File: src/opn_timing_pkg.sv
/* OPN timing core package */
package opn_timing_pkg;

    // prescaler selection, written through the address port
    typedef logic [1:0] div_sel_t;     // 2'b0? /2, 2'b10 /6, 2'b11 /3

    localparam div_sel_t DIV_SEL_RST = 2'b10;   // /6 after reset
    localparam div_sel_t DIV_SEL_6   = 2'b10;
    localparam div_sel_t DIV_SEL_3   = 2'b11;
    localparam div_sel_t DIV_SEL_2   = 2'b00;

    // register addresses
    localparam logic [7:0] REG_TA_HI = 8'h24;  // timer A bits 9:2
    localparam logic [7:0] REG_TA_LO = 8'h25;  // timer A bits 1:0
    localparam logic [7:0] REG_TB    = 8'h26;
    localparam logic [7:0] REG_TCTRL = 8'h27;  // load, flag enable, clear
    localparam logic [7:0] REG_DIV6  = 8'h2d;
    localparam logic [7:0] REG_DIV3  = 8'h2e;
    localparam logic [7:0] REG_DIV2  = 8'h2f;

    // divider terminal counts, counter runs 0..tc
    localparam logic [2:0] FM_TC_DIV2  = 3'd1;
    localparam logic [2:0] FM_TC_DIV3  = 3'd2;
    localparam logic [2:0] FM_TC_DIV6  = 3'd5;
    localparam logic [1:0] SSG_TC_DIV2 = 2'd0;  // ssg every cen
    localparam logic [1:0] SSG_TC_DIV3 = 2'd1;
    localparam logic [1:0] SSG_TC_DIV6 = 2'd3;

    // ADPCM cascade
    localparam int ADPCM_DIV   = 4;   // cen per adpcm
    localparam int ADPCM3_DIV  = 3;   // adpcm per adpcm3
    localparam int ADPCM55_DIV = 6;   // adpcm3 per 55 kHz

    localparam int TB_PRESCALE = 16;  // fm pulses per timer B step
    localparam int BUSY_CYCLES = 32;  // fm pulses of busy after a data write
    localparam int BUSY_W      = $clog2(BUSY_CYCLES + 1);

    typedef logic [9:0] timer_a_t;
    typedef logic [7:0] timer_b_t;

    typedef struct packed {
        timer_a_t value_a;
        timer_b_t value_b;
        logic     load_a;     // level, run timer A
        logic     load_b;
        logic     flag_en_a;
        logic     flag_en_b;
        logic     clr_a;      // single cycle
        logic     clr_b;
    } timer_ctrl_t;

    typedef struct packed {
        logic fm;
        logic ssg;
        logic adpcm;
        logic adpcm3;
        logic en55;
    } clk_en_t;

endpackage
File: src/opn_timing_top.sv
/* OPN timing core top */
module opn_timing_top import opn_timing_pkg::*; (
    input  logic       clk,
    input  logic       rst,
    input  logic       cen,
    input  logic       wr,
    input  logic       a0,     // 0 address, 1 data
    input  logic [7:0] din,
    output clk_en_t    clk_en,
    output logic       irq_n,
    output logic [7:0] status
);

    timer_ctrl_t ctrl;
    div_sel_t    div_sel;
    logic        data_wr;
    logic        ovf_a, ovf_b;

    opn_reg_decode u_reg_decode (
        .clk     (clk),
        .rst     (rst),
        .wr      (wr),
        .a0      (a0),
        .din     (din),
        .ctrl    (ctrl),
        .div_sel (div_sel),
        .data_wr (data_wr)
    );

    opn_clk_div u_clk_div (
        .clk     (clk),
        .rst     (rst),
        .cen     (cen),
        .div_sel (div_sel),
        .clk_en  (clk_en)
    );

    // timer A, one step per fm pulse
    opn_timer #(
        .cnt_t    (timer_a_t),
        .STEP_DIV (1)
    ) u_timer_a (
        .clk   (clk),
        .rst   (rst),
        .tick  (clk_en.fm),
        .load  (ctrl.load_a),
        .value (ctrl.value_a),
        .ovf   (ovf_a)
    );

    // timer B, extra /16 ahead of the counter
    opn_timer #(
        .cnt_t    (timer_b_t),
        .STEP_DIV (TB_PRESCALE)
    ) u_timer_b (
        .clk   (clk),
        .rst   (rst),
        .tick  (clk_en.fm),
        .load  (ctrl.load_b),
        .value (ctrl.value_b),
        .ovf   (ovf_b)
    );

    opn_status u_status (
        .clk       (clk),
        .rst       (rst),
        .tick      (clk_en.fm),
        .data_wr   (data_wr),
        .ovf_a     (ovf_a),
        .ovf_b     (ovf_b),
        .flag_en_a (ctrl.flag_en_a),
        .flag_en_b (ctrl.flag_en_b),
        .clr_a     (ctrl.clr_a),
        .clr_b     (ctrl.clr_b),
        .irq_n     (irq_n),
        .status    (status)
    );

endmodule

File: src/opn_status.sv
/* timer flags, irq and busy */
module opn_status import opn_timing_pkg::*; (
    input  logic       clk,
    input  logic       rst,
    input  logic       tick,      // fm enable
    input  logic       data_wr,
    input  logic       ovf_a,
    input  logic       ovf_b,
    input  logic       flag_en_a,
    input  logic       flag_en_b,
    input  logic       clr_a,
    input  logic       clr_b,
    output logic       irq_n,
    output logic [7:0] status
);

    logic              flag_a, flag_b;
    logic [BUSY_W-1:0] busy_cnt;
    logic              busy;

    // sticky flags, set wins over clear
    always_ff @(posedge clk) begin
        if (rst) begin
            flag_a <= 1'b0;
            flag_b <= 1'b0;
        end else begin
            if (ovf_a && flag_en_a)
                flag_a <= 1'b1;
            else if (clr_a)
                flag_a <= 1'b0;
            if (ovf_b && flag_en_b)
                flag_b <= 1'b1;
            else if (clr_b)
                flag_b <= 1'b0;
        end
    end

    // busy counts fm pulses down from the last data write
    always_ff @(posedge clk) begin
        if (rst)
            busy_cnt <= '0;
        else if (data_wr)
            busy_cnt <= BUSY_W'(BUSY_CYCLES);  // restart on each write
        else if (tick && busy)
            busy_cnt <= busy_cnt - BUSY_W'(1);
    end

    assign busy   = busy_cnt != '0;
    assign irq_n  = ~(flag_a | flag_b);   // active low
    assign status = {busy, 5'd0, flag_b, flag_a};

endmodule

File: src/opn_timer.sv
/* loadable overflow timer */
module opn_timer #(
    parameter type cnt_t    = logic [7:0],
    parameter int  STEP_DIV = 1
) (
    input  logic clk,
    input  logic rst,
    input  logic tick,    // fm enable
    input  logic load,
    input  cnt_t value,
    output logic ovf
);

    localparam int PW = (STEP_DIV > 1) ? $clog2(STEP_DIV) : 1;

    cnt_t          cnt;
    logic [PW-1:0] pres;      // sub-prescaler
    logic          load_d;
    logic          step;

    assign step = tick & (pres == PW'(STEP_DIV - 1));

    always_ff @(posedge clk) begin
        if (rst) begin
            cnt    <= '0;
            pres   <= '0;
            load_d <= 1'b0;
            ovf    <= 1'b0;
        end else begin
            load_d <= load;
            ovf    <= 1'b0;
            if (load && !load_d) begin
                cnt  <= value;      // start on rising load
                pres <= '0;
            end else if (load && tick) begin
                pres <= step ? '0 : pres + PW'(1);
                if (step) begin
                    if (cnt == cnt_t'('1)) begin
                        cnt <= value;   // reload from latest value
                        ovf <= 1'b1;
                    end else begin
                        cnt <= cnt + cnt_t'(1);
                    end
                end
            end
            // load low holds count and prescaler
        end
    end

endmodule

File: src/opn_clk_div.sv
/* clock enable divider */
module opn_clk_div import opn_timing_pkg::*; (
    input  logic     clk,
    input  logic     rst,
    input  logic     cen,
    input  div_sel_t div_sel,
    output clk_en_t  clk_en
);

    logic [2:0] fm_cnt, fm_tc, fm_tc_nxt;
    logic [1:0] ssg_cnt, ssg_tc, ssg_tc_nxt;
    logic [1:0] adpcm_cnt;   // mod ADPCM_DIV
    logic [1:0] adpcm3_cnt;  // mod ADPCM3_DIV
    logic [2:0] a55_cnt;     // mod ADPCM55_DIV
    logic       fm_wrap, ssg_wrap, adpcm_wrap, adpcm3_wrap;

    // terminal counts from the selection
    always_comb begin
        casez (div_sel)
            2'b0?: begin
                fm_tc_nxt  = FM_TC_DIV2;
                ssg_tc_nxt = SSG_TC_DIV2;
            end
            2'b10: begin
                fm_tc_nxt  = FM_TC_DIV6;
                ssg_tc_nxt = SSG_TC_DIV6;
            end
            default: begin  // 2'b11
                fm_tc_nxt  = FM_TC_DIV3;
                ssg_tc_nxt = SSG_TC_DIV3;
            end
        endcase
    end

    assign fm_wrap     = fm_cnt == fm_tc;
    assign ssg_wrap    = ssg_cnt == ssg_tc;
    assign adpcm_wrap  = adpcm_cnt == 2'(ADPCM_DIV - 1);
    assign adpcm3_wrap = adpcm3_cnt == 2'(ADPCM3_DIV - 1);

    // FM and SSG prescalers, new tc only taken at wrap
    always_ff @(posedge clk) begin
        if (rst) begin
            fm_cnt  <= 3'd0;
            ssg_cnt <= 2'd0;
            fm_tc   <= FM_TC_DIV6;
            ssg_tc  <= SSG_TC_DIV6;
        end else if (cen) begin
            fm_cnt  <= fm_wrap ? 3'd0 : fm_cnt + 3'd1;
            ssg_cnt <= ssg_wrap ? 2'd0 : ssg_cnt + 2'd1;
            if (fm_wrap)
                fm_tc <= fm_tc_nxt;
            if (ssg_wrap)
                ssg_tc <= ssg_tc_nxt;
        end
    end

    // ADPCM cascade, each stage steps on the previous wrap
    always_ff @(posedge clk) begin
        if (rst) begin
            adpcm_cnt  <= 2'd0;
            adpcm3_cnt <= 2'd0;
            a55_cnt    <= 3'd0;
        end else if (cen) begin
            adpcm_cnt <= adpcm_wrap ? 2'd0 : adpcm_cnt + 2'd1;
            if (adpcm_wrap) begin
                adpcm3_cnt <= adpcm3_wrap ? 2'd0 : adpcm3_cnt + 2'd1;
                if (adpcm3_wrap)
                    a55_cnt <= (a55_cnt == 3'(ADPCM55_DIV - 1)) ? 3'd0 : a55_cnt + 3'd1;
            end
        end
    end

    // registered enables, one cycle after the zero count
    always_ff @(posedge clk) begin
        if (rst) begin
            clk_en <= '0;
        end else begin
            clk_en.fm     <= cen & (fm_cnt == 3'd0);
            clk_en.ssg    <= cen & (ssg_cnt == 2'd0);
            clk_en.adpcm  <= cen & (adpcm_cnt == 2'd0);
            clk_en.adpcm3 <= cen & (adpcm_cnt == 2'd0) & (adpcm3_cnt == 2'd0);
            clk_en.en55   <= cen & (adpcm_cnt == 2'd0) & (adpcm3_cnt == 2'd0)
                             & (a55_cnt == 3'd0);   // slowest, gated by both
        end
    end

endmodule

File: src/opn_reg_decode.sv
/* register write decode */
module opn_reg_decode import opn_timing_pkg::*; (
    input  logic        clk,
    input  logic        rst,
    input  logic        wr,
    input  logic        a0,
    input  logic [7:0]  din,
    output timer_ctrl_t ctrl,
    output div_sel_t    div_sel,
    output logic        data_wr
);

    logic [7:0] addr;       // last address written
    logic       addr_wr;

    assign addr_wr = wr & ~a0;
    assign data_wr = wr & a0;   // busy starts on the same edge

    // address latch and prescaler select
    always_ff @(posedge clk) begin
        if (rst) begin
            addr    <= 8'h00;
            div_sel <= DIV_SEL_RST;
        end else if (addr_wr) begin
            addr <= din;
            // prescaler is picked by the address alone
            case (din)
                REG_DIV6: div_sel <= DIV_SEL_6;
                REG_DIV3: div_sel <= DIV_SEL_3;
                REG_DIV2: div_sel <= DIV_SEL_2;
                default:  div_sel <= div_sel;
            endcase
        end
    end

    // timer control fields
    always_ff @(posedge clk) begin
        if (rst) begin
            ctrl <= '0;     // timers stopped, flags off
        end else begin
            ctrl.clr_a <= 1'b0;     // clears only last one cycle
            ctrl.clr_b <= 1'b0;
            if (data_wr) begin
                case (addr)
                    REG_TA_HI: ctrl.value_a[9:2] <= din;
                    REG_TA_LO: ctrl.value_a[1:0] <= din[1:0];
                    REG_TB:    ctrl.value_b      <= din;
                    REG_TCTRL: begin
                        ctrl.load_a    <= din[0];
                        ctrl.load_b    <= din[1];
                        ctrl.flag_en_a <= din[2];
                        ctrl.flag_en_b <= din[3];
                        ctrl.clr_a     <= din[4];   // pulse
                        ctrl.clr_b     <= din[5];
                    end
                    default: ;  // other registers live elsewhere
                endcase
            end
        end
    end

endmodule

File: config.mk
export PLATFORM = sky130hd
export DESIGN_NAME = opn_timing_top
export DESIGN_NICKNAME = d
export VERILOG_FILES = /design/src/opn_timing_pkg.sv /design/src/opn_timing_top.sv /design/src/opn_status.sv /design/src/opn_timer.sv /design/src/opn_clk_div.sv /design/src/opn_reg_decode.sv
export SDC_FILE = /design/constraint.sdc
export NUM_CORES = 1
export LEC_CHECK = 0
export ABC_AREA = 1
export BUFFER_PORTS_ARGS = -buffer_cell sky130_fd_sc_hd__buf_2
export CORE_MARGIN = 2
export CORE_UTILIZATION = 35
export DETAILED_ROUTE_END_ITERATION = 7
export PLACE_DENSITY_LB_ADDON = 0.25
export SETUP_SLACK_MARGIN = 0.3
export SLEW_MARGIN = 0
export SYNTH_ARGS = -nofsm -noshare
export SYNTH_HDL_FRONTEND = slang
export SYNTH_HIERARCHICAL = 1
export SYNTH_SLANG_ARGS = --single-unit
export TNS_END_PERCENT = 100
File: constraint.sdc
create_clock -name clk -period 1.8 [get_ports clk]
set_input_delay 0.18 -clock clk [delete_from_list [all_inputs] [get_ports clk]]
set_output_delay 0.18 -clock clk [all_outputs]
set_load 0.005 [all_outputs]
==> impl_metrics.env <==
export IMPL_path_class="reg -> reg"
export IMPL_hpwl_mm=7.134
export IMPL_synthFlopType="dfxtp_1"
export IMPL_finalClockSkew_ns=0.008416
export IMPL_diodes=0
export IMPL_syn_inst=684
export IMPL_setup_ws_ns=0.3963
export IMPL_coreArea_um2=13240
export IMPL_grt_pass1_wl_mm=16.95
export IMPL_power_frac_comb=0.069
export IMPL_vias=3972
export IMPL_antenna_left=0
export IMPL_pwr_share_seq=0.462
export IMPL_synth_seq_area_share=0.3846
export IMPL_power_density_nw_per_um2=841.1
export IMPL_critPathMaxFanout=9
export IMPL_insertion_delay_ns=0.34
export IMPL_sw_frac_of_total=0.2371
export IMPL_critPathLaunchType="flip-flop"
export IMPL_first_pass_iters=4
export IMPL_grt_pass1_vias=3768
export IMPL_grt_usage=0.1451
export IMPL_num_nets_final=729
export IMPL_cts_sinks=91
export IMPL_slew_violations=0
export IMPL_period_needed_ns=1.404
export IMPL_die_h_um=120.3
export IMPL_switchingPower_mw=1.068
export IMPL_ys_types=37
export IMPL_timing_final_crit_share=0.7799
export IMPL_synthTopCellsByArea="dfxtp_1, nand2_1, inv_1"
export IMPL_wirelength_mm=9.838
export IMPL_clock_path_buffers=2
export IMPL_synth_area_leader_cell="dfxtp_1"
export IMPL_clkPwrFrac=0.468
export IMPL_ys_seq_elements=91
export IMPL_drv_cap=0
export IMPL_fp_dieW_um=120.3
export IMPL_detail_route_drc_violations=0
export IMPL_synth_area_per_cell_um2=6.926
export IMPL_cts_buffers=9
export IMPL_cts_htree_levels=3
export IMPL_outcome="complete, no violations"
export IMPL_start_util=0.3577
export IMPL_placed_area_um2=4954
export IMPL_worstSetupEndpointType="flip-flop"
export IMPL_rows=42
export IMPL_area_growth_pct=13.05
export IMPL_ctsHoldBuffers=0
export IMPL_gp_congestion=0.8315
export IMPL_synth_most_common_cell="nand2_1"
export IMPL_viasPerCell=4.478
export IMPL_pin_count=27
export IMPL_clkSlewWorstSetupHoldPaths_ns=0.07
export IMPL_rsz0062_at_grt="false"
export IMPL_ys_warn_count=6
export IMPL_synth_top_area_share=0.3846
export IMPL_synth_edf_count=0
export IMPL_fmax_mhz=712.4
export IMPL_finalHoldViolations=0
export IMPL_port_buffers=21
export IMPL_syn_area_um2=4737
export IMPL_setup_violations=0
export IMPL_root_buffer="clkbuf_16"
export IMPL_cp_required_ns=2.05
export IMPL_grt_antenna_before_repair=0
export IMPL_drt_wirelength_per_cell_um=11.09
export IMPL_netlist_top_cells_count="nand2_1, inv_1, nor2_1"
export IMPL_hold_path_class="in -> reg"
export IMPL_tns_ns=0
export IMPL_internal_power_mw=3.436
export IMPL_grt_overflow=0
export IMPL_grt_max_degree=22
export IMPL_die_area_um2=14480
export IMPL_p_leak_nw=2.572
export IMPL_pre_cts_ws_ns=0.2242
export IMPL_vdd_drop_max_v=0.0004494
export IMPL_drive_above_1_share=0.1477
export IMPL_async_flop_share=0
export IMPL_drt_iter0_drc=252
export IMPL_stdcell_area_um2=5355
export IMPL_cts_tree="done"
export IMPL_cp_data_arrival_time_ns=1.65
[worst max-delay path, cell delays in order (launching register included)]
cell and delay [ns]:
dfxtp_4 0.37, ha_4 0.15, nand2_2 0.07, nor2_4 0.17
nand3_4 0.14, nand2_8 0.12, inv_1 0.08, nand2_1 0.06
nand3_1 0.06, nand2_1 0.06, inv_1 0.03
[cell type report]
cell class / count / area [um2]
Inverter: 122 / 462.9
Fill cell: 1419 / 7888
Clock inverter: 6 / 95.09
Sequential cell: 91 / 1827
Tap cell: 176 / 220.2
Timing Repair Buffer: 28 / 170.2
Clock buffer: 10 / 239.0
Multi-Input combinational cell: 454 / 2341
[cells in the final DEF, fill, tap and decap left out, types with 3 or more instances in the layout]
cell	count
nand2_1	147
inv_6	3
nor3_1	8
nand3b_1	3
dfxtp_1	89
buf_4	6
o21ai_1	9
clkbuf_16	9
conb_1	5
nand3_4	4
buf_2	21
inv_2	7
nand3_1	47
a21oi_2	3
nand2_4	4
o21bai_1	4
nor2_2	9
nand2_2	15
inv_1	113
nor2_4	4
o21ai_0	29
a21oi_1	34
nand4_1	6
nor2_1	94
ha_1	9
xor2_1	5
[registers in the layout, summed over array words and instances (netlist names), 4 cells and up]
name               cells
u_timer_b/cnt          8
u_status/busy_cnt      6
u_reg_decode/addr      8
u_timer_a/cnt         10
u_timer_b/pres         4
u_clk_div/clk_en       5
u_reg_decode/ctrl     24
[metal layers]
layer,part of all wire,routed length [um],up-vias,GRT usage
li1,-,-,2143,-
met3,0.029,287,15,0.03302
met1,0.49,4851,1777,0.1841
met2,0.46,4489,37,0.2330
met4,0.021,210,0,0.06977
met5,0,0,-,0
[path summary, 6_finish.rpt]
check | startpoint | end | slack [ns] | cells past startpoint
worst min-delay path | rst | u_reg_decode/ctrl[0]$_SDFF_PP0_ | 0.1 | 2
worst max-delay path | u_timer_a/cnt[0]$_SDFFE_PP0P_ | u_timer_a/cnt[7]$_SDFFE_PP0P_ | 0.40 | 10
worst min register to register | u_clk_div/a55_cnt[0]$_SDFFE_PP0P_ | u_clk_div/clk_en[0]$_SDFF_PP0_ | 0.43 | 1
worst max register to register | u_timer_a/cnt[0]$_SDFFE_PP0P_ | u_timer_a/cnt[7]$_SDFFE_PP0P_ | 0.40 | 10
[power by group through the flow]
stage          Sequential, mW  Combinational (mW)  Clock, mW
6_report                 2.08               0.312       2.11
5_1_grt                  2.09               0.356       2.26
4_1_cts                  2.08               0.315       2.17
3_5_place_dp             2.13               0.315          0
3_3_place_gp             2.13               0.306          0
2_1_floorplan            2.13               0.231          0
[logic make-up after synthesis]
family	Yosys count	share of synthesized area
and+or+nand+nor	352	0.3531
buffers and inverters	143	0.1329
DFF	91	0.3846
AOI/OAI and AO/OA	81	0.09113
adders and majority gates	10	0.02641
xor gates and xnor gates	6	0.01109
other	1	0.0007916
[metrics by stage]
stage / hold slack (ns) / cells / utilization / power [mW]
after CTS: 0.07614 / 884 / 0.3998 / 4.567
after detailed placement: 0.4276 / 868 / 0.3741 / 2.444
after floorplan: 0.2491 / 688 / - / 2.358
final: 0.09578 / 887 / 0.4044 / 4.504
after global placement: 0.4296 / 868 / 0.3741 / 2.433
after global routing: 0.08700 / 887 / 0.4044 / 4.700
[timing repair]
| action | CTS | global route |
|---|---|---|
| buffers inserted | 0 | 3 |
| pin swaps | 0 | 3 |
| resized for setup | 2 | 9 |
| endpoints found under the setup margin | 4 | 9 |
No activity file was read; power rests on OpenSTA's default activity.
